==> src/npu_cfg_pkg.sv <==
package npu_cfg_pkg;

    // word and lane geometry
    localparam int unsigned word_w    = 64;
    localparam int unsigned lane_w    = 8;
    localparam int unsigned num_lanes = word_w / lane_w;

    // ----------------------------------------
    // sram organisation
    // ----------------------------------------
    localparam int unsigned bank_depth = 64;
    localparam int unsigned bank_sel_w = 2;
    localparam int unsigned offset_w   = $clog2(bank_depth);
    localparam int unsigned addr_w     = bank_sel_w + offset_w;

    // counts run from 0 up to bank_depth inclusive
    localparam int unsigned count_w = $clog2(bank_depth + 1);

    // bank numbers, upper address bits
    localparam int unsigned bank_a = 0;
    localparam int unsigned bank_b = 1;
    localparam int unsigned bank_r = 2;

endpackage

==> src/stream_unloader.sv <==
`timescale 1ns/1ps

module stream_unloader (
    input  logic                            s00_axis_aclk,
    input  logic                            reset_i,
    input  logic                            start_i,
    input  logic [npu_cfg_pkg::count_w-1:0] word_count_i,
    output logic                            req_o,
    output logic [npu_cfg_pkg::addr_w-1:0]  addr_o,
    input  logic                            gnt_i,
    input  logic [npu_cfg_pkg::word_w-1:0]  rdata_i,
    output logic                            tvalid_o,
    output logic [npu_cfg_pkg::word_w-1:0]  tdata_o,
    output logic                            tlast_o,
    input  logic                            tready_i,
    output logic                            done_o
);
    import npu_cfg_pkg::*;

    typedef enum logic [1:0] {
        U_IDLE,
        U_REQ,
        U_WAIT,
        U_SEND
    } unl_state_e;

    unl_state_e          state_q;
    logic [offset_w-1:0] offset_q;

    assign req_o    = state_q == U_REQ;
    assign addr_o   = {bank_sel_w'(bank_r), offset_q};
    assign tvalid_o = state_q == U_SEND;
    assign tlast_o  = tvalid_o && ((count_w'(offset_q) + count_w'(1)) == word_count_i);
    assign done_o   = tvalid_o && tready_i && tlast_o;

    // fetch one word, then hold it until taken
    always_ff @(posedge s00_axis_aclk) begin
        if (reset_i) begin
            state_q  <= U_IDLE;
            offset_q <= '0;
        end else begin
            case (state_q)
                U_IDLE: begin
                    if (start_i) begin
                        offset_q <= '0;
                        state_q  <= U_REQ;
                    end
                end
                U_REQ: begin
                    if (gnt_i) begin
                        state_q <= U_WAIT;
                    end
                end
                U_WAIT: state_q <= U_SEND;
                U_SEND: begin
                    if (tready_i && tlast_o) begin
                        state_q <= U_IDLE;
                    end else if (tready_i) begin
                        offset_q <= offset_q + 1'b1;
                        state_q  <= U_REQ;
                    end
                end
                default: state_q <= U_IDLE;
            endcase
        end
    end

    // output register, loaded as the read returns
    always_ff @(posedge s00_axis_aclk) begin
        if (state_q == U_WAIT) begin
            tdata_o <= rdata_i;
        end
    end

endmodule
==> config.mk <==
export PLATFORM = sky130hd
export DESIGN_NAME = stream_unloader
export DESIGN_NICKNAME = d
export VERILOG_FILES = /design/src/npu_cfg_pkg.sv /design/src/stream_unloader.sv
export SDC_FILE = /design/constraint.sdc
export NUM_CORES = 1
export LEC_CHECK = 0
export BUFFER_PORTS_ARGS = -buffer_cell sky130_fd_sc_hd__buf_4
export CORE_MARGIN = 3
export CORE_UTILIZATION = 45
export CTS_BUF_LIST = sky130_fd_sc_hd__clkbuf_4
export CTS_CLUSTER_SIZE = 8
export DETAILED_ROUTE_END_ITERATION = 7
export HOLD_SLACK_MARGIN = 0.05
export PLACE_DENSITY = 0.81
export SETUP_SLACK_MARGIN = 0.05
export SLEW_MARGIN = 20
export SYNTH_ARGS = -nofsm -noshare
export SYNTH_HDL_FRONTEND = slang
export SYNTH_SLANG_ARGS = --single-unit
==> constraint.sdc <==
create_clock -name s00_axis_aclk -period 2.8 [get_ports s00_axis_aclk]
set_clock_uncertainty 0.2 [all_clocks]
set_input_delay 0.56 -clock s00_axis_aclk [delete_from_list [all_inputs] [get_ports s00_axis_aclk]]
set_output_delay 0.56 -clock s00_axis_aclk [all_outputs]
set_load 0.005 [all_outputs]
Yosys cells after proc, flatten, opt, wreduce, memory -nomap -nowiden
Index checks and enable logic that the tools add are counted.

cells by class
  add/subtract/negate cells = 2
  equal/unequal tests = 9
  muxes and demuxes = 9
  reductions and logical operators = 8

operators with widths
  cell                                                                     count
  6-bit two-way mux                                                        3
  6-bit case mux with 2 select lines                                       1
  2-bit two-way mux                                                        4
  2-bit case mux with 4 select lines                                       1
  6-bit by 1-bit adder with 7-bit output, second input constant            1
  7-bit == test                                                            1
  6-bit by 1-bit adder with 6-bit output, second input constant            1
  2-bit == test, second input constant                                     2
  1-bit logical AND                                                        4
  2-bit by 1-bit inequality test with 1-bit output, second input constant  2
  2-bit inequality test, second input constant                             2
  4-bit AND reduction                                                      1
  3-bit by 1-bit inequality test with 1-bit output, second input constant  1
  3-bit AND reduction                                                      1
  2-bit by 1-bit == test with 1-bit output, second input constant          1
  2-bit logical NOT                                                        1
  2-bit nonzero test                                                       1

word-level totals
  bits in registers = 72
  word-level logic and storage cells = 31

Depth between registers and ports, before layout
  depth after elaboration = 6
  gate-level depth with buffers = 7

Worst setup path after synthesis
Ideal clock, no wire load.

  path kind = flip-flop to flip-flop
  start = register state_q[0]
  end = register tdata_o[0] (netlist name) (enable)
  library setup time = 429 ps
  arrival = 1983 ps
  data required time = 2171 ps
  path slack = 188 ps
  stages on the path, launching flop included = 3
  period minus slack after synthesis = 2612 ps
  path through = dfxtp_1 inv_1 ha_1

on the way
  word-level cells in the longest chain between the ends = 1

ends and longest elaborated chain
  what                      RTL line               RTL
  start: declaration        stream_unloader.sv:27  unl_state_e state_q;
  start signal: assignment  stream_unloader.sv:39  state_q <= U_IDLE;
  start signal: assignment  stream_unloader.sv:46  state_q <= U_REQ;
  start signal: assignment  stream_unloader.sv:51  state_q <= U_WAIT;
  2-bit == test             stream_unloader.sv:70  if (state_q == U_WAIT) begin
  end signal: assignment    stream_unloader.sv:71  tdata_o <= rdata_i;
  end: declaration          stream_unloader.sv:13  output logic [npu_cfg_pkg::word_w-1:0] tdata_o,

No other way between the ends.
A chain may end at the register's enable or synchronous reset.

Worst setup path in the final report
  start = register offset_q[1]
  end = output done_o

on the way
  word-level cells in the longest chain between the ends = 4

ends and longest elaborated chain
  what                                    RTL line               RTL
  start: declaration                      stream_unloader.sv:28  logic [offset_w-1:0] offset_q;
  start signal: assignment                stream_unloader.sv:59  offset_q <= offset_q + 1'b1;
  6-bit by 1-bit adder with 7-bit output  stream_unloader.sv:33  assign tlast_o = tvalid_o && ((count_w'(offset_q) + count_w'(1)) == word_count_i);
  7-bit == test                           stream_unloader.sv:33
  1-bit logical AND                       stream_unloader.sv:33
  1-bit logical AND                       stream_unloader.sv:34  assign done_o = tvalid_o && tready_i && tlast_o;
  end: declaration                        stream_unloader.sv:16  output logic done_o

No other way between the ends.

==> results by group <==
Pwr
  • Total design power: ~2.9 mW
  • Net switching power of the design: approximately 0.8 mW
  • Portion of total power attributed to sequential cells: 0.540
  • Cell Pwr Density: 695 nW/um2
  • Clock Power Share: 0.187
  • Worst-case vdd ir drop: approximately 0.47 mV
  • Net switching fraction of the power: 0.278
  • Combinational cell fraction of total power: 0.272
  • LEAKAGE: 1.71 nW
  • Internal power consumption: 2.06 mW

Global routing
  • Wire length of the first global-routing pass: a little over 9000 um
  • Initial antenna violation count: 0
  • Overall fraction of global-route tracks in use: 0.190
  • Via count of the first global-routing pass: ~1800
  • Grt ovf: 0
  • Maximum number of pins on one net before global-route repair: 55

Setup path
  • Setup crit end: done_o
  • Worst setup path category: reg2out
  • Buffers plus inverters on the worst setup path: 1
  • CP Launch Type: flop
  • Required time at the worst-slack endpoint: 2040 ps
  • Kind of end point of the critical path: primary output
  • Top fanout value on the critical path: 2
  • Crit-path max cell delay: 370 ps
  • Critical-path cell with the highest stage delay: dfxtp_4
  • Largest delay contributor family on the critical path: simple AND/OR/NAND/NOR gates
  • Slack of the worst reg-to-reg path: around 380 ps
  • Worst setup path start: offset_q[1]
  • Data arrival time of the critical path: between 1500 and 2000 ps
  • Terminus of the critical flop-to-flop path: offset_q[4]
  • Logic depth of the worst register-to-register path: 8
  • Stages on the worst setup path: 7
  • RR Startpoint: offset_q[1]
  • Cells along the critical path: ha_4 > xor2_1 > nor2_1 > o2111ai_4 > nor3_4 > and2_4 > buf_6

Logic synthesis
  • Share of flip-flops with an asynchronous set or reset after synthesis: 0
  • Register bit total from synthesis: between 70 and 80
  • Parity-gate share of the synthesized area counting xor and xnor cells: 0.0337
  • Compound-cell area share of the yosys netlist: 0.0516
  • Net count after synthesis: 222
  • Synth cell types: 32
  • Syn_area_per_cell: 18.4 um2
  • Post-synthesis instance total: 141
  • EDFF count, synth: 64
  • Post-Synth Simple-Gate Area: 0.0670
  • Netlist area before placement: between 2000 and 3000 um2
  • Multiplexer share of the synthesized area: 0.00819
  • Count of yosys warnings during synthesis: 0
  • Main combinational cell family by area after synthesis: simple AND/OR/NAND/NOR gates
  • Synthesized-area fraction occupied by adder cells: 0.0241
  • Dominant register cell in the synthesized netlist: edfxtp_1
  • Sequential area share after synthesis: 0.802

Die
  • Die area: 6720 um2
  • Die width: just over 80 um
  • Starting utilization of the core area: 0.469
  • Standard-cell row count: 27
  • Number of top-level pins: 152
  • Placeable core region: around 5500 um2
  • Height of the chip: about 82 um

Cells and area
  • Final net count: around 390
  • Share of cells above drive strength 1: 0.649
  • Layout fillers: 362
  • Post-route design area: between 4000 and 5000 um2
  • Growth of design area from synthesis to finish: 58.4%
  • Antenna fix cells: 0
  • Most used cells in the layout excluding fill and tap cells: buf_4, edfxtp_1, clkbuf_4
  • Most frequent standard cell in the layout excluding fill and tap cells: buf_4

STA
  • Setup-violating endpoint count in the final report: 0
  • Worst path setup slack after routing: between 60 and 70 ps
  • Worst hold slack across all endpoints: 122 ps
  • Total negative setup slack: 0 ps
  • Setup repair after global routing missed its margin: true
  • Hold Violations, Final: 0
  • Post-route minimum period: around 2700 ps
  • Share of the clock period used by the worst path: 0.975
  • Achievable Freq: between 300 and 400 MHz
  • Count of final max-slew check failures: 0

CTS
  • Clock tree from TritonCTS: yes
  • Maximum number of buffers from clock root to sink: 2
  • Sink count of the clock tree: 72
  • Root cell of the clock tree: clkbuf_4
  • Clock transition at path regs: about 120 ps
  • H-Tree Level Count: 3
  • Clock network latency to the later pin of the worst-skew pair: 400 ps
  • Cts bufs inserted: 9

Detailed routing
  • Number of DRC markers in iteration 0: a little under 80
  • Number of antenna-violating nets in the routed design: 0
  • Wirelength per Cell: 17.6 um
  • Total wirelength of the detailed-routed design: a little under 7000 um
  • Overall via count from detail_route: approximately 1900
  • Detailed-route DRC error count: 0
  • Initial DRT Pass Iterations: 4
  • Post-detailed-route via-to-cell ratio: ~4.8

Min path
  • Hold Path Depth: 1
  • Class of the tightest hold or removal check: in2reg

Outcome
  • Status: completed

Placement
  • HPWL after detailed placement: between 4000 and 5000 um
  • Setup Slack @ Placement: between 100 and 150 ps
  • GPL Wtd Cong: slightly below 0.8
  • Number of buffers added on ports: 149
  • Cell area after placement: approximately 3800 um2

Job
  • Maxcap violations: 0
## registers in the layout, indices dropped and copies added, names as in the netlist
register / flops
offset_q: 6
tdata_o: 64
state_q: 2
## layer usage
layer  share of wire  global-route usage  routed length, um
met3            0.12              0.0833                844
met4           0.021              0.0930                140
met5               0                   0                  0
met2            0.52               0.332               3510
met1            0.34               0.191               2260
## power groups by stage
stage,registers [mW],logic [mW],clock network [mW]
finish,1.54,0.778,0.535
global route,1.56,0.851,0.604
CTS,1.55,0.778,0.555
detailed placement,1.57,0.772,0
global placement,1.56,0.750,0
floorplan,1.61,0.244,0
## timing repair
action,CTS,global route
hold buffers,0,0
pin swaps,3,6
resized for setup,8,22
cloned,0,0
buffers inserted,5,3
endpoints found under the setup margin,2,2
hold endpoints to repair,0,0
## synth_stat cells (all sizes together) (3+ instances only)
cell type / number / share of area
buf: 3 / 0.0077
nor2: 5 / 0.0072
nand2: 6 / 0.0087
xor2: 6 / 0.020
ha: 5 / 0.024
dfxtp: 8 / 0.062
nor2b: 4 / 0.0096
xnor2: 4 / 0.013
nor3: 7 / 0.013
edfxtp: 64 / 0.74
## how the worst min path moves through the flow
stage	from	endpoint	slack, ps
floorplan	state_q[0]	state_q[0]	320
global placement	state_q[1]	state_q[1]	360
detailed placement	state_q[0]	state_q[0]	350
CTS	rdata_i[59]	tdata_o[59]	100
global route	rdata_i[28]	tdata_o[28]	80
finish	rdata_i[47]	tdata_o[47]	120
## stage by stage
stage                     utilization  cells
after detailed placement        0.689    361
after floorplan                     -    141
final                           0.742    385
after global routing            0.742    385
after CTS                       0.721    382
after global placement          0.689    361
## cell families after synthesis
| group | count (synthesis) |
|---|---|
| AO/OA/AOI/OAI | 13 |
| XOR/XNOR | 10 |
| adder cells (fa/ha/maj) | 5 |
| buffers and inverters | 5 |
| flip-flops | 72 |
| multiplexers | 2 |
| other | 2 |
| AND/OR/NAND/NOR | 32 |
## cell type report
class | count | area [um2] | area share
clock buffer | 10 | 75.1 | 0.0183
clock inverter | 6 | 35.0 | 0.00852
inverter | 2 | 7.51 | 0.00183
multi-input combinational | 64 | 586 | 0.142
sequential | 72 | 2100 | 0.510
tap | 72 | 90.1 | 0.0219
timing repair buffer | 159 | 1220 | 0.297
No activity file was read; power rests on OpenSTA's default activity.
