[src/npu_cfg_pkg.sv]
package npu_cfg_pkg;

    // word and lane geometry
    localparam int unsigned word_w    = 64;
    localparam int unsigned lane_w    = 8;
    localparam int unsigned num_lanes = word_w / lane_w;

    // ----------------------------------------
    // sram organisation
    // ----------------------------------------
    localparam int unsigned bank_depth = 64;
    localparam int unsigned bank_sel_w = 2;
    localparam int unsigned offset_w   = $clog2(bank_depth);
    localparam int unsigned addr_w     = bank_sel_w + offset_w;

    // counts run from 0 up to bank_depth inclusive
    localparam int unsigned count_w = $clog2(bank_depth + 1);

    // bank numbers, upper address bits
    localparam int unsigned bank_a = 0;
    localparam int unsigned bank_b = 1;
    localparam int unsigned bank_r = 2;

endpackage

[src/npu_op_pkg.sv]
package npu_op_pkg;

    // layer controller states
    typedef enum logic [1:0] {
        IDLE,
        WAIT_OP,
        OP_DONE,
        WRITE_OUTPUT
    } npu_state_e;

    // element-wise opcode, the fourth encoding is unused
    typedef enum logic [1:0] {
        OP_ADD,
        OP_SUB,
        OP_MUL
    } elem_op_e;

    // sram requesters, listed from highest to lowest priority
    typedef enum logic [1:0] {
        REQ_ENGINE,
        REQ_LOADER,
        REQ_UNLOADER
    } requester_e;

endpackage

[src/elementwise_engine.sv]
`timescale 1ns/1ps

module elementwise_engine (
    input  logic                            s00_axis_aclk,
    input  logic                            reset_i,
    input  logic                            start_i,
    input  npu_op_pkg::elem_op_e            op_i,
    input  logic [npu_cfg_pkg::count_w-1:0] word_count_i,
    output logic                            req_o,
    output logic                            we_o,
    output logic [npu_cfg_pkg::addr_w-1:0]  addr_o,
    output logic [npu_cfg_pkg::word_w-1:0]  wdata_o,
    input  logic                            gnt_i,
    input  logic [npu_cfg_pkg::word_w-1:0]  rdata_i,
    output logic                            done_o
);
    import npu_cfg_pkg::*;
    import npu_op_pkg::*;

    // int8 clamp bounds
    localparam int sat_max = 2 ** (lane_w - 1) - 1;
    localparam int sat_min = -(2 ** (lane_w - 1));

    typedef enum logic [2:0] {
        E_IDLE,
        E_RD_A,
        E_RD_B,
        E_CAP_B,
        E_WR_R
    } eng_state_e;

    eng_state_e            state_q;
    logic [offset_w-1:0]   offset_q;
    logic                  a_pend_q;
    logic [word_w-1:0]     a_q;
    logic [word_w-1:0]     b_q;
    logic [bank_sel_w-1:0] bank;
    logic                  last_word;

    assign last_word = (count_w'(offset_q) + count_w'(1)) == word_count_i;

    always_comb begin
        case (state_q)
            E_RD_A:  bank = bank_sel_w'(bank_a);
            E_RD_B:  bank = bank_sel_w'(bank_b);
            default: bank = bank_sel_w'(bank_r);
        endcase
    end

    assign req_o  = (state_q == E_RD_A) || (state_q == E_RD_B) || (state_q == E_WR_R);
    assign we_o   = state_q == E_WR_R;
    assign addr_o = {bank, offset_q};

    // ----------------------------------------
    // per-word sequence
    // ----------------------------------------
    always_ff @(posedge s00_axis_aclk) begin
        if (reset_i) begin
            state_q  <= E_IDLE;
            offset_q <= '0;
            a_pend_q <= 1'b0;
            done_o   <= 1'b0;
        end else begin
            a_pend_q <= (state_q == E_RD_A) && gnt_i;
            done_o   <= 1'b0;
            case (state_q)
                E_IDLE: begin
                    if (start_i) begin
                        offset_q <= '0;
                        state_q  <= E_RD_A;
                    end
                end
                E_RD_A: begin
                    if (gnt_i) begin
                        state_q <= E_RD_B;
                    end
                end
                E_RD_B: begin
                    if (gnt_i) begin
                        state_q <= E_CAP_B;
                    end
                end
                E_CAP_B: state_q <= E_WR_R;
                E_WR_R: begin
                    if (gnt_i && last_word) begin
                        state_q <= E_IDLE;
                        done_o  <= 1'b1;
                    end else if (gnt_i) begin
                        offset_q <= offset_q + 1'b1;
                        state_q  <= E_RD_A;
                    end
                end
                default: state_q <= E_IDLE;
            endcase
        end
    end

    // operands land one cycle after their read grant
    always_ff @(posedge s00_axis_aclk) begin
        if (a_pend_q) begin
            a_q <= rdata_i;
        end
        if (state_q == E_CAP_B) begin
            b_q <= rdata_i;
        end
    end

    // ----------------------------------------
    // lane arithmetic with saturation
    // ----------------------------------------
    always_comb begin
        logic signed [lane_w-1:0] la;
        logic signed [lane_w-1:0] lb;
        logic signed [2*lane_w:0] full;
        wdata_o = '0;
        for (int i = 0; i < num_lanes; i++) begin
            la = a_q[i*lane_w +: lane_w];
            lb = b_q[i*lane_w +: lane_w];
            case (op_i)
                OP_ADD:  full = la + lb;
                OP_SUB:  full = la - lb;
                OP_MUL:  full = la * lb;
                default: full = '0;
            endcase
            if (full > sat_max) begin
                wdata_o[i*lane_w +: lane_w] = lane_w'(sat_max);
            end else if (full < sat_min) begin
                wdata_o[i*lane_w +: lane_w] = lane_w'(sat_min);
            end else begin
                wdata_o[i*lane_w +: lane_w] = full[lane_w-1:0];
            end
        end
    end

endmodule

[config.mk]
export PLATFORM = sky130hd
export DESIGN_NAME = elementwise_engine
export DESIGN_NICKNAME = d
export VERILOG_FILES = /design/src/npu_cfg_pkg.sv /design/src/npu_op_pkg.sv /design/src/elementwise_engine.sv
export SDC_FILE = /design/constraint.sdc
export NUM_CORES = 2
export LEC_CHECK = 0
export ABC_CLOCK_PERIOD_IN_PS = 12650
export CORE_MARGIN = 2
export CORE_UTILIZATION = 25
export DETAILED_ROUTE_END_ITERATION = 12
export DONT_BUFFER_PORTS = 1
export MAX_ROUTING_LAYER = met4
export PLACE_DENSITY = 0.47
export SLEW_MARGIN = 30
export SYNTH_ARGS = -nofsm -noshare
export SYNTH_HDL_FRONTEND = slang
export SYNTH_SLANG_ARGS = --single-unit
[constraint.sdc]
create_clock -name s00_axis_aclk -period 12.65 [get_ports s00_axis_aclk]
set_clock_uncertainty 0.1 [all_clocks]
set_input_delay 1.265 -clock s00_axis_aclk [delete_from_list [all_inputs] [get_ports s00_axis_aclk]]
set_output_delay 1.265 -clock s00_axis_aclk [all_outputs]
set_load 0.005 [all_outputs]
Word level (Yosys, flattened, before mapping) --
Cells that the tools add are included.
Word-level totals: output and inout bits 75, bits in registers 139, input bits 77
Cells by class: muxes and demuxes 36, reductions and logical operators 10, bitwise gates (word level) 1, multiply operators 8, equality and inequality tests 13, add/sub/neg operators 18, $lt $le $gt $ge 16
Operators with widths (number):
- $pmux 17 s3 | 8
- $gt 17x8->1 const B | 8
- $lt 17x8->1 const B | 8
- $mul 8x8->16 | 8
- $mux 8 | 16
- $add 8x8->9 | 8
- $sub 8x8->9 | 8
- $mux 6 | 3
- $mux 3 | 5
- $pmux 3 s5 | 1
- $pmux 6 s2 | 1
- $ne 2x2->1 const B | 4
- $reduce_and 4->1 | 2
- $add 6x1->7 const B | 1
- $eq 7x7->1 | 1
- $add 6x1->6 const B | 1
- $eq 3x2->1 const B | 2
- $pmux 2 s2 | 1
- $eq 3x1->1 const B | 1
- $eq 3x3->1 const B | 1
- $logic_not 3->1 | 1
- $ne 3x1->1 const B | 1
- $eq 2x1->1 const B | 1
- $eq 2x2->1 const B | 1
- other kinds (8) | 10

Longest topological paths before layout --
depth after elaboration 5, mapped depth 21, mapped depth without buffers 20

Worst setup path after synthesis --
No wires, ideal clock.
kind register to output, from register a_q[63], to output wdata_o[56] (netlist name), path buffers 0, data arrival time 5.119 ns, cell stages (with the launch flop) 21, setup slack 6.166 ns, cell sequence edfxtp_1 inv_1 nor2_1 fa_1 inv_1 fa_1 inv_1 fa_1 inv_1 fa_1 inv_1 ha_1 a21oi_1 o21ai_0 a31o_2 a21oi_1 xnor2_1 nand2_1 or4_1 a2bb2oi_1 o21ai_0
On the way: cells in the longest elaborated chain, start to end 5
RTL lines:
- start, declared | line elementwise_engine.sv:35 | logic [word_w-1:0] a_q;
- start signal, assigned | line elementwise_engine.sv:101 | a_q <= rdata_i;
- $mul 8x8->16 (tied with other cells) | line elementwise_engine.sv:122 | OP_MUL: full = la * lb;
- $pmux 17 s3 * | line elementwise_engine.sv:119 | case (op_i)
- $lt 17x8->1 | line elementwise_engine.sv:127 | end else if (full < sat_min) begin
- $mux 8 | line elementwise_engine.sv:127
- $mux 8 * | line elementwise_engine.sv:125 | if (full > sat_max) begin
- end, declared | line elementwise_engine.sv:12 | output logic [npu_cfg_pkg::word_w-1:0] wdata_o,
Every way passes the cells marked *; elsewhere a longest branch is shown, timed or not.

Final worst setup path --
from register b_q[18], to output wdata_o[16] (netlist name)
On the way: cells in the longest elaborated chain, start to end 5
RTL lines:
- start, declared | line elementwise_engine.sv:36 | logic [word_w-1:0] b_q;
- start signal, assigned | line elementwise_engine.sv:104 | b_q <= rdata_i;
- $mul 8x8->16 (tied with other cells) | line elementwise_engine.sv:122
- $pmux 17 s3 * | line elementwise_engine.sv:119
- $lt 17x8->1 | line elementwise_engine.sv:127
- $mux 8 | line elementwise_engine.sv:127
- $mux 8 * | line elementwise_engine.sv:125
Marks and branches as above.

==> results.json <==
{
  "status": "finished clean",
  "grt_pass1_vias": 24100,
  "worst_setup_path_start_kind": "flop",
  "via_count": 22600,
  "synth_area_leaders": "fa_1 30%, ha_1 15%, edfxtp_1 13%, inv_1 8.9%, and2_1 5.0%",
  "path_class": "flop to output port",
  "post_cts_resize_count": 0,
  "vias_per_cell": 4.49,
  "tns_ps": 0,
  "slew_violations": 0,
  "synth.most_common_cell": "inv_1",
  "clockBufferDepth": 2,
  "ys_ff_latch": 139,
  "multi_input_area_mm2": 0.0237,
  "wl_per_cell_um": 17.5,
  "clk_pin_slew_ps": 80,
  "ctsHoldBuffers": 0,
  "start_util_pct": 25.2,
  "rows": 128,
  "synth_edf_count": 128,
  "gp_congestion": 0.847,
  "period_needed_ps": 7910,
  "fp.coreArea_mm2": 0.122,
  "synth_commonest_cells": "725 x inv_1, 456 x fa_1, 369 x ha_1",
  "p_per_area_mw_per_mm2": 73.9,
  "cts_sinks": 139,
  "crit_required_ps": 11280,
  "die_x_um": 354,
  "rsz0062_at_grt": "false",
  "drt-total-wl_um": 88400,
  "avgSynthCellArea_um2": 8.98,
  "grt_use_total_pct": 14.9,
  "ioPinCount": 152,
  "setup_viol": 0,
  "leakagePower_nw": 15.3,
  "cts_root_buffer": "clkbuf_16",
  "drtPass1Iterations": 5,
  "port_buffers": 0,
  "ys_warn_count": 0,
  "fillCellCount": 13100,
  "nets": 4302,
  "irDropWorstVdd_mv": 0.105,
  "syn-cell-area_mm2": 0.0307,
  "syn_to_final_growth_pct": 8.34,
  "max_freq_mhz": 126,
  "worstPathArrival_ps": 6540,
  "crit_fanout": 8,
  "p_total_mw": 2.46,
  "async_reset_ff_share_pct": 0,
  "antenna_found_initial": 6,
  "cap_violations": 0,
  "cts_tree": "done",
  "synth.top_cell.area_share_pct": 29.7,
  "seq_area_mm2": 0.00407,
  "synth_nets": 4319,
  "clk_latency_ps": 520,
  "synthDistinctLibCells": 76,
  "max-slew-margin-rel_pct": 45.4,
  "hold_class": "flop to flop",
  "design.die.area_mm2": 0.126,
  "grt_start_max_net_pins": 95,
  "synth_ff_type": "edfxtp_1",
  "ys_seq_area_share_pct": 13.2,
  "grt_pass1_wl_um": 141000,
  "htreeDepth": 4,
  "grt-ovfl-total": 0,
  "finalHoldViolations": 0,
  "min_period_over_period_pct": 62.5,
  "synth_top_area_cell": "fa_1",
  "netlist_instances": 3417,
  "cts_buffers": 17,
  "cts_setup_buffers": 0,
  "tightest_slew_ps": 816,
  "remaining_drc_errors": 0,
  "die_h_um": 354,
  "hpwl_um": 72300,
  "first_iter_violations": 1135,
  "timing.hold.ws_ps": 427,
  "crit_path_end_kind": "output port",
  "antenna_left": 0,
  "drive_gt1_share_pct": 2.08
}
flip-flops by register name, summed over array words and instances, names as in the netlist:
name      count
a_pend_q      1
a_q          64
b_q          64
done_o        1
offset_q      6
state_q       3
final cells by class:
type / instances / area share [%]
Clock buffer: 20 / 1.31
Timing Repair Buffer: 11 / 0.286
Sequential cell: 139 / 12.2
Clock inverter: 12 / 0.418
Inverter: 727 / 8.21
Antenna cell: 4 / 0.0301
Multi-Input combinational cell: 2504 / 71.4
Tap cell: 1625 / 6.11
through the flow:
stage | worst slack [ps] | instance area (um^2) | utilization [%] | std cells
after detailed placement | 5170 | 32700 | 26.8 | 5006
after CTS | 4570 | 33200 | 27.3 | 5038
after global placement | 4770 | 32600 | 26.8 | 5005
after global routing | 4300 | 33200 | 27.3 | 5042
after floorplan | 6170 | 30700 | - | 3417
final | 4740 | 33200 | 27.3 | 5042
cells in the final DEF, fill, tap and decap left out, types with 9 or more instances in the layout:
master,netlist,routed
a211oi_1,24,24
a21boi_1,9,9
a21o_1,44,44
a21oi_1,157,157
a22oi_1,20,20
a31oi_1,27,26
and2_1,246,246
buf_4,0,10
clkbuf_16,0,17
dfxtp_1,11,10
edfxtp_1,128,128
fa_1,456,456
ha_1,369,369
inv_1,725,725
mux2i_1,14,14
nand2_1,190,189
nand2b_1,32,32
nand3_1,15,15
nor2_1,235,232
nor2b_1,20,20
nor3_1,59,59
nor4_1,14,14
o211ai_1,25,25
o21a_1,30,30
o21ai_0,127,127
o21ai_1,44,43
o21bai_1,20,20
o31a_1,10,10
or3_1,13,13
xnor2_1,139,139
xor2_1,37,37
layer usage:
layer / vias to the layer above / wire length, um / track usage, %
li1: 11000 / - / -
met1: 11200 / 42000 / 19.4
met2: 355 / 42200 / 24.4
met3: 44 / 3180 / 2.25
met4: 0 / 1050 / 3.36
met5: - / 0 / -
final timing paths:
path                                 start                       end  slack, ps  cells past startpoint
setup / recovery         b_q[18]$_DFFE_PP_               wdata_o[16]       4740                     15
hold / removal    offset_q[5]$_SDFFE_PP0P_  offset_q[5]$_SDFFE_PP0P_        430                      2
setup reg to reg  offset_q[0]$_SDFFE_PP0P_  offset_q[4]$_SDFFE_PP0P_       9980                      9
hold reg to reg   offset_q[5]$_SDFFE_PP0P_  offset_q[5]$_SDFFE_PP0P_        430                      2
critical path, stage by stage (launching register included):
cell       delay (ps)
edfxtp_1          550
nand2_1           200
fa_1              750
fa_1              460
inv_1              80
fa_1              420
fa_1              450
ha_1              350
a2111oi_0         440
o21ai_1           140
a21oi_1           240
xnor2_1           160
nand2_1            80
o41a_1            400
o21ai_2           540
a21boi_1          730
logic make-up (layout without fill, tap and decap cells):
logic type               after synthesis  after routing  synth area share (%)
AND/OR/NAND/NOR                      867            867                  14.1
other                                  0              4                     0
XOR/XNOR                             176            176                  5.02
AO/OA/AOI/OAI                        622            622                  12.9
flip-flops                           139            139                  13.2
adder cells (fa/ha/maj)              825            825                  44.8
multiplexers                          14             14                 0.457
buffers and inverters                774            770                  9.51
power by group:
part / total (mW) / switching (mW) / internal, mW
Sequential: 0.536 / 0.0232 / 0.512
Clock: 0.525 / 0.235 / 0.291
Combinational: 1.40 / 0.836 / 0.562
(Power assumes the default switching activity.)
