`src/npu_cfg_pkg.sv`:
```
package npu_cfg_pkg;

    // word and lane geometry
    localparam int unsigned word_w    = 64;
    localparam int unsigned lane_w    = 8;
    localparam int unsigned num_lanes = word_w / lane_w;

    // ----------------------------------------
    // sram organisation
    // ----------------------------------------
    localparam int unsigned bank_depth = 64;
    localparam int unsigned bank_sel_w = 2;
    localparam int unsigned offset_w   = $clog2(bank_depth);
    localparam int unsigned addr_w     = bank_sel_w + offset_w;

    // counts run from 0 up to bank_depth inclusive
    localparam int unsigned count_w = $clog2(bank_depth + 1);

    // bank numbers, upper address bits
    localparam int unsigned bank_a = 0;
    localparam int unsigned bank_b = 1;
    localparam int unsigned bank_r = 2;

endpackage

```
`src/stream_loader.sv`:
```
`timescale 1ns/1ps

module stream_loader (
    input  logic                            s00_axis_aclk,
    input  logic                            reset_i,
    input  logic                            load_en_i,
    input  logic                            tvalid_i,
    input  logic [npu_cfg_pkg::word_w-1:0]  tdata_i,
    input  logic                            tlast_i,
    input  logic                            tuser_i,
    output logic                            tready_o,
    output logic                            req_o,
    output logic [npu_cfg_pkg::addr_w-1:0]  addr_o,
    output logic [npu_cfg_pkg::word_w-1:0]  wdata_o,
    input  logic                            gnt_i
);
    import npu_cfg_pkg::*;

    logic [offset_w-1:0]   offset_q;
    logic [bank_sel_w-1:0] bank;

    // tuser picks the operand bank
    assign bank = tuser_i ? bank_sel_w'(bank_b) : bank_sel_w'(bank_a);

    assign req_o    = load_en_i && tvalid_i;
    assign tready_o = gnt_i;
    assign addr_o   = {bank, offset_q};
    assign wdata_o  = tdata_i;

    // write offset, back to zero after tlast
    always_ff @(posedge s00_axis_aclk) begin
        if (reset_i) begin
            offset_q <= '0;
        end else if (gnt_i) begin
            if (tlast_i) begin
                offset_q <= '0;
            end else begin
                offset_q <= offset_q + 1'b1;
            end
        end
    end

endmodule

```
`config.mk`:
```
export PLATFORM = sky130hd
export DESIGN_NAME = stream_loader
export DESIGN_NICKNAME = d
export VERILOG_FILES = /design/src/npu_cfg_pkg.sv /design/src/stream_loader.sv
export SDC_FILE = /design/constraint.sdc
export NUM_CORES = 1
export LEC_CHECK = 0
export ABC_AREA = 1
export BUFFER_PORTS_ARGS = -buffer_cell sky130_fd_sc_hd__buf_4
export CAP_MARGIN = 20
export CORE_MARGIN = 3
export CORE_UTILIZATION = 24
export CTS_CLUSTER_SIZE = 40
export DETAILED_ROUTE_END_ITERATION = 8
export PLACE_DENSITY = 0.83
export SETUP_SLACK_MARGIN = 0.1
export SYNTH_ARGS = -nofsm -noshare
export SYNTH_HDL_FRONTEND = slang
export SYNTH_SLANG_ARGS = --single-unit
export TNS_END_PERCENT = 100
```
`constraint.sdc`:
```
create_clock -name s00_axis_aclk -period 1.05 [get_ports s00_axis_aclk]
set_clock_uncertainty 0.1 [all_clocks]
set_input_delay 0.105 -clock s00_axis_aclk [delete_from_list [all_inputs] [get_ports s00_axis_aclk]]
set_output_delay 0.105 -clock s00_axis_aclk [all_outputs]
set_load 0.02 [all_outputs]
```
# After elaboration in Yosys (flattened, before gate mapping)

Index checks and enable logic that the tools add are counted.

Div/mod/pow operators: 0
Magnitude comparators: 0
Bitwise operators: 0
Reductions and logical operators: 1
Eq/ne operators: 0
Mux-type cells: 2
Multipliers: 0
Add/sub/neg operators: 1
Shift-type cells: 0

Operators by type and width:

| cell                | count |
|---|---|
| $add 6x1->6 const B | 1 |
| $mux 6              | 1 |
| $logic_and 1x1->1   | 1 |
| $mux 1              | 1 |

Flip-flop bits (word level): 6
Logic and storage cells: 5
Bits in latches: 0
Output and inout bits: 74
Memories: 0
Memory bits (read-only): 0
RAM bits: 0

# Depth between registers and ports, before layout

Gate-level depths: netlist (run 1).

Word-level depth: 2
Gate-level depth with buffers: 6
Mapped depth without buffers: 6

# Least setup slack after synthesis (run 1)

No wires, ideal clock.

Path kind: reg2reg
Start point: reg offset_q[0]
End point: reg offset_q[4]
Setup time: 0.117 ns
Period minus slack after synthesis: 1.201 ns
Path buffers: 0
Arrival time: 0.984 ns
Slack: -0.151 ns
Cell stages (with the launch flop): 5
Cells stage by stage: dfxtp_1 -> ha_1 -> nand3_1 -> o21ai_0 -> nor2_1

Longest elaborated chain between the ends: 2

Ends and longest elaborated chain:

| what                   | line                | source |
|---|---|---|
| start, declared        | stream_loader.sv:19 | `logic [offset_w-1:0] offset_q;` |
| start signal, assigned | stream_loader.sv:38 | `offset_q <= offset_q + 1'b1;` |
| $add 6x1->6            | stream_loader.sv:38 |  |
| $mux 6                 | stream_loader.sv:35 | `if (tlast_i) begin` |

No other way between the ends.
A chain may end at the register's enable or synchronous reset.

# Worst setup path after layout (run 1)

Ends and elaborated chain as after synthesis.

==> flow_metrics.env, run 1 <==
export IMPL_swShare_pct=25.4
export IMPL_area_growth_pct=-27.6
export IMPL_r2r_cells=4
export IMPL_ys_seq_area_share_pct=15.3
export IMPL_clock_sinks=6
export IMPL_num_vias=421
export IMPL_cp_depth=4
export IMPL_period_share_pct=94.4
export IMPL_fin_area_um2=567
export IMPL_cts_root_buf="clkbuf_4"
export IMPL_grt_first_pass_wirelength_um=2100
export IMPL_cts_buffers_inserted=3
export IMPL_reg2reg_setup_slack_ps=60
export IMPL_worstSetupPathType="register to register"
export IMPL_internal_power_w=0.000410
export IMPL_drt_first_pass_iters=4
export IMPL_startpoint="offset_q[0]"
export IMPL_critical_path_cell_chain="ha_4, nand3_4, o21ai_1, nor2_1"
export IMPL_synth_top_cells_by_count="buf_4 (67), nand2_1 (8), nor2_1 (7)"
export IMPL_start_util_pct=25.4
export IMPL_nNetsFinal=133
export IMPL_wl_per_cell_um=13.2
export IMPL_power_leakage_nw=0.249
export IMPL_grtUsageTotal_pct=6.93
export IMPL_synth_cell_types=14
export IMPL_cp_slowest_cell="dfxtp_4"
export IMPL_placed_area_um2=464
export IMPL_yosys_warnings=0
export IMPL_crit_required_ps=1090
export IMPL_antenna_cells=0
export IMPL_slew_violations=0
export IMPL_reg_top3="offset_q: 6 flops"
export IMPL_cp_slowest_stage_delay_ps=380
export IMPL_ios=145
export IMPL_hold_depth=4
export IMPL_cp_max_fo=4
export IMPL_crit_arrival_ps=1030
export IMPL_worst_path_buf_inv=0
export IMPL_syn_area_um2=783
export IMPL_die_h_um=63.1
export IMPL_rsz0062_at_grt="true"
export IMPL_clk_pin_slew_ps=50
export IMPL_fin_hold_ws_ps=37.7
export IMPL_syn_inst=108
export IMPL_overflow=0
export IMPL_portBuffers=13
export IMPL_drt_wl_total_um=1380
export IMPL_largest_register_ffs=6
export IMPL_drc_errors=0
export IMPL_rows=20
export IMPL_cp_top_family="flip-flops"
export IMPL_critPathCaptureType="register"
export IMPL_grt_antenna_before_repair=0
export IMPL_vdd_ir_drop_max_uv=805
export IMPL_clock_path_buffers=2
export IMPL_core_region_area_mm2=0.00308
export IMPL_grt_max_degree=9
export IMPL_grt_pass1_vias=413
export IMPL_hp_start="reset_i"
export IMPL_clock_latency_ps=250
export IMPL_ys_ff_latch=6
export IMPL_status="completed"
export IMPL_min_path_type="input port to register"
export IMPL_layout_min_cycle_time_ps=991
export IMPL_syn_avg_cell_area_um2=7.25
export IMPL_synthFlopType="dfxtp_1"
export IMPL_finalSetupViolations=0
export IMPL_die_w_um=63.1
export IMPL_synth_nets=180
export IMPL_clkPwrFrac_pct=42.4
export IMPL_die_area_mm2=0.00398
export IMPL_drive_gt1_share_pct=53.3
export IMPL_gp_congestion=0.766
export IMPL_pwr_share_seq_pct=42.9
export IMPL_powerDensity_mw_per_mm2=969
export IMPL_drv_cap=0
export IMPL_htreeDepth=1
export IMPL_start_kind="register"
export IMPL_r2r_end="offset_q[4]"
export IMPL_hpwl_um=1030
export IMPL_synth_area_leaders="buf_4 (64%), dfxtp_1 (15%), nand2_1 (3.8%), nor2_1 (3.4%), inv_1 (2.9%)"
export IMPL_antenna_left=0
export IMPL_viasPerCell=4.05
export IMPL_clock_fmax_mhz=1010
export IMPL_combPwrFrac_pct=14.7
export IMPL_whs_endpoint="offset_q[2]"
export IMPL_reg2reg_from="offset_q[0]"
export IMPL_regMostFlops="offset_q"
export IMPL_p_sw_w=0.000139
export IMPL_async_reset_ff_share_pct=0
export IMPL_synth_edf_count=0
export IMPL_drt_iter0_drc=11
export IMPL_hold_viol=0
export IMPL_yosysMostFrequentCell="buf_4"
export IMPL_synth_area_leader_cell="buf_4"
export IMPL_cts_tree="built"
export IMPL_yosys_area_top_type_share_pct=64.2
## cell type report
class                   instances  area, µm²
fillers                       352       2510
multi-input cells              29        199
flip-flops and latches          6        134
repair buffers                 15        130
well taps                      44       55.1
clock buffers                   4       26.3
inverters                       6       22.5
## layout by cell type, fill, tap and decap left out, drive strengths merged
cell and instances:
nor3b 1, nor3 1, a21oi 4, buf 14
nor2 8, conb 1, inv 6, o21ai 2
ha 1, nand2 9, nand3 2, clkbuf 4
dlygate4sd3 1, dfxtp 6
## worst reg2reg max path, cell delays in order (launching register included)
cell     delay (ps)
dfxtp_4         380
ha_4            150
nand3_4          70
o21ai_1         120
nor2_1           50
## per-layer routing
layer | GRT usage, % | wire length (µm) | vias up
li1 | - | - | 165
met1 | 5.70 | 389 | 175
met2 | 9.22 | 616 | 46
met3 | 3.74 | 202 | 35
met4 | 11.6 | 166 | 0
met5 | 0 | 0 | -
## worst max path at each step
| stage | to | slack (ps) |
|---|---|---|
| after floorplan | offset_q[4] | 80 |
| after global placement | offset_q[4] | 90 |
| after detailed placement | offset_q[4] | 80 |
| after CTS | addr_o[0] | 70 |
| after global routing | offset_q[5] | -20 |
| final | offset_q[4] | 60 |
## power groups by stage
stage	logic, W	clock network (W)	registers [W]
after floorplan	0.000393	0	0.000242
after global placement	0.0000670	0	0.000238
after detailed placement	0.0000676	0	0.000238
after CTS	0.0000732	0.000243	0.000234
after global routing	0.0000886	0.000267	0.000236
final	0.0000807	0.000233	0.000236
## what timing repair did
item | CTS | global route
endpoints found under the setup margin | 8 | 11
hold buffers | 1 | 0
setup buffers | 0 | 1
hold endpoints to repair | 2 | 0
gates resized for setup | 3 | 11
pin swaps | 5 | 5
## cells by family (layout without fill, tap and decap cells)
logic type | after synthesis | count (layout) | share of synthesized area, %
other | 1 | 1 | 0.479
buffers and inverters | 73 | 25 | 67.1
flip-flops | 6 | 6 | 15.3
adder cells (fa/ha/maj) | 1 | 1 | 1.60
AO/OA/AOI/OAI | 6 | 6 | 3.83
AND/OR/NAND/NOR | 21 | 21 | 11.7
## metrics by stage
| step | std cells | TNS, ps | setup WS [ps] | util, % | power [W] |
|---|---|---|---|---|---|
| floorplan | 108 | 0 | 83.1 | - | 0.000635 |
| global placement | 98 | 0 | 90.0 | 15.1 | 0.000305 |
| detailed placement | 98 | 0 | 84.1 | 15.1 | 0.000306 |
| CTS | 103 | 0 | 67.8 | 16.7 | 0.000550 |
| global route | 104 | -21.0 | -21.0 | 18.4 | 0.000591 |
| finish | 104 | 0 | 58.7 | 18.4 | 0.000549 |
No activity file was read; power rests on OpenSTA's default activity.
==> inputs of run 2 (changes only) <==
--- a/config.mk
+++ b/config.mk
@@ -8,11 +8,14 @@
 export ABC_AREA = 1
 export BUFFER_PORTS_ARGS = -buffer_cell sky130_fd_sc_hd__buf_4
 export CAP_MARGIN = 20
+export CELL_PAD_IN_SITES_DETAIL_PLACEMENT = 1
+export CELL_PAD_IN_SITES_GLOBAL_PLACEMENT = 2
 export CORE_MARGIN = 3
-export CORE_UTILIZATION = 24
+export CORE_UTILIZATION = 10
 export CTS_CLUSTER_SIZE = 40
 export DETAILED_ROUTE_END_ITERATION = 8
-export PLACE_DENSITY = 0.83
+export MAX_ROUTING_LAYER = met4
+export PLACE_DENSITY = 0.89
 export SETUP_SLACK_MARGIN = 0.1
 export SYNTH_ARGS = -nofsm -noshare
 export SYNTH_HDL_FRONTEND = slang
==> flow_metrics.env, run 2 (synthesis gave the netlist of run 1 again) <==
export IMPL_status="completed"
export IMPL_cts_buffers_inserted=3
export IMPL_startpoint="offset_q[0]"
export IMPL_slew_violations=0
export IMPL_period_share_pct=99.2
export IMPL_drt_wl_total_um=1330
export IMPL_gp_congestion=0.695
export IMPL_fin_area_um2=643
export IMPL_overflow=0
export IMPL_power_leakage_nw=0.234
export IMPL_die_area_mm2=0.00893
export IMPL_grt_pass1_vias=432
export IMPL_clock_path_buffers=2
export IMPL_nNetsFinal=133
export IMPL_portBuffers=13
export IMPL_worstSetupPathType="register to output pin"
export IMPL_swShare_pct=22.8
export IMPL_cts_root_buf="clkbuf_8"
export IMPL_grt_first_pass_wirelength_um=1950
export IMPL_cts_tree="built"
export IMPL_whs_endpoint="offset_q[1]"
export IMPL_min_path_type="input port to register"
export IMPL_placed_area_um2=533
export IMPL_hpwl_um=988
export IMPL_grt_max_degree=9
export IMPL_p_sw_w=0.000156
export IMPL_r2r_end="offset_q[4]"
export IMPL_powerDensity_mw_per_mm2=1070
export IMPL_clock_latency_ps=220
export IMPL_start_kind="register"
export IMPL_drt_first_pass_iters=2
export IMPL_clk_pin_slew_ps=40
export IMPL_final_common_cell="buf_4"
export IMPL_hold_viol=0
export IMPL_die_w_um=94.5
export IMPL_hp_start="tlast_i"
export IMPL_reg_top3="offset_q: 6 flops"
export IMPL_r2r_cells=5
export IMPL_htreeDepth=1
export IMPL_ios=145
export IMPL_finalSetupViolations=0
export IMPL_wl_per_cell_um=8.38
export IMPL_grt_antenna_before_repair=0
export IMPL_critPathCaptureType="output pin"
export IMPL_core_region_area_mm2=0.00741
export IMPL_drt_iter0_drc=3
export IMPL_regMostFlops="offset_q"
export IMPL_viasPerCell=2.38
export IMPL_layout_min_cycle_time_ps=1040
export IMPL_nFillCells=884
export IMPL_dpl_cell_count=153
export IMPL_multiInputGateArea_um2=191
export IMPL_largest_register_ffs=6
export IMPL_rsz0062_at_grt="true"
export IMPL_crit_required_ps=840
export IMPL_clock_fmax_mhz=960
export IMPL_area_growth_pct=-17.9
export IMPL_cp_max_fo=4
export IMPL_die_h_um=94.5
export IMPL_antenna_left=0
export IMPL_drc_errors=0
export IMPL_final_cells=159
export IMPL_num_vias=379
export IMPL_crit_arrival_ps=840
export IMPL_tns_ps=0
export IMPL_regArea_um2=134
export IMPL_start_util_pct=10.6
export IMPL_drive_gt1_share_pct=55.0
export IMPL_clkPwrFrac_pct=53.5
export IMPL_rows=31
export IMPL_vdd_ir_drop_max_uv=312
export IMPL_drv_cap=0
export IMPL_reg2reg_setup_slack_ps=40
export IMPL_layout_common_cells="buf_4 (11), nand2_1 (6), inv_1 (6)"
export IMPL_antenna_cells=0
export IMPL_pwr_share_seq_pct=34.3
export IMPL_reg2reg_from="offset_q[1]"
export IMPL_hold_depth=4
export IMPL_grtUsageTotal_pct=2.92
export IMPL_combPwrFrac_pct=12.2
export IMPL_internal_power_w=0.000530
export IMPL_clock_sinks=6
export IMPL_fin_hold_ws_ps=86.0
[run 2: how the worst max path moves through the flow]
stage	to	slack (ps)
after detailed placement	offset_q[4]	30
after global placement	offset_q[4]	50
final	addr_o[0]	8
after CTS	offset_q[4]	30
after floorplan	offset_q[4]	80
after global routing	offset_q[4]	-40
[run 2: layout make-up]
class | instances | area share (%)
Sequential cell | 6 | 20.8
Inverter | 6 | 3.50
Timing Repair Buffer | 15 | 19.6
Tap cell | 99 | 19.3
Multi-Input combinational cell | 29 | 29.8
Clock buffer | 4 | 7.00
[run 2: per-stage QoR]
stage,setup WS [ps],utilization (%),total power [W]
after floorplan,83.1,-,0.000635
after global placement,50.9,7.19,0.000306
after detailed placement,31.0,7.19,0.000308
after CTS,31.2,8.07,0.000690
after global routing,-40.8,8.68,0.000729
final,8.49,8.68,0.000686
[run 2: repair_timing]
item                                    4_1_cts  5_1_grt
setup buffers                                 0        1
pin swaps                                     2        5
hold buffers                                  1        0
endpoints found under the hold margin         2        0
resized for setup                             2       10
endpoints found under the setup margin        4        9
[run 2: power groups by stage]
| stage | Sequential, W | Clock, W | Combinational [W] |
|---|---|---|---|
| after floorplan | 0.000242 | 0 | 0.000393 |
| after global placement | 0.000238 | 0 | 0.0000684 |
| after detailed placement | 0.000239 | 0 | 0.0000696 |
| after CTS | 0.000235 | 0.000381 | 0.0000737 |
| after global routing | 0.000236 | 0.000401 | 0.0000927 |
| final | 0.000235 | 0.000367 | 0.0000834 |
[run 2: worst max-delay path, stage by stage (launching register included)]
cell and delay (ps):
dfxtp_4 360, buf_4 130, buf_6 120
[run 2: metal layers]
layer,share of wire [%],routed length (µm),up-vias,global-route usage (%)
li1,-,-,165,-
met4,4.6,61,0,3.00
met1,31,417,174,2.28
met2,50,669,22,4.79
met5,0,0,-,-
met3,14,183,18,1.43
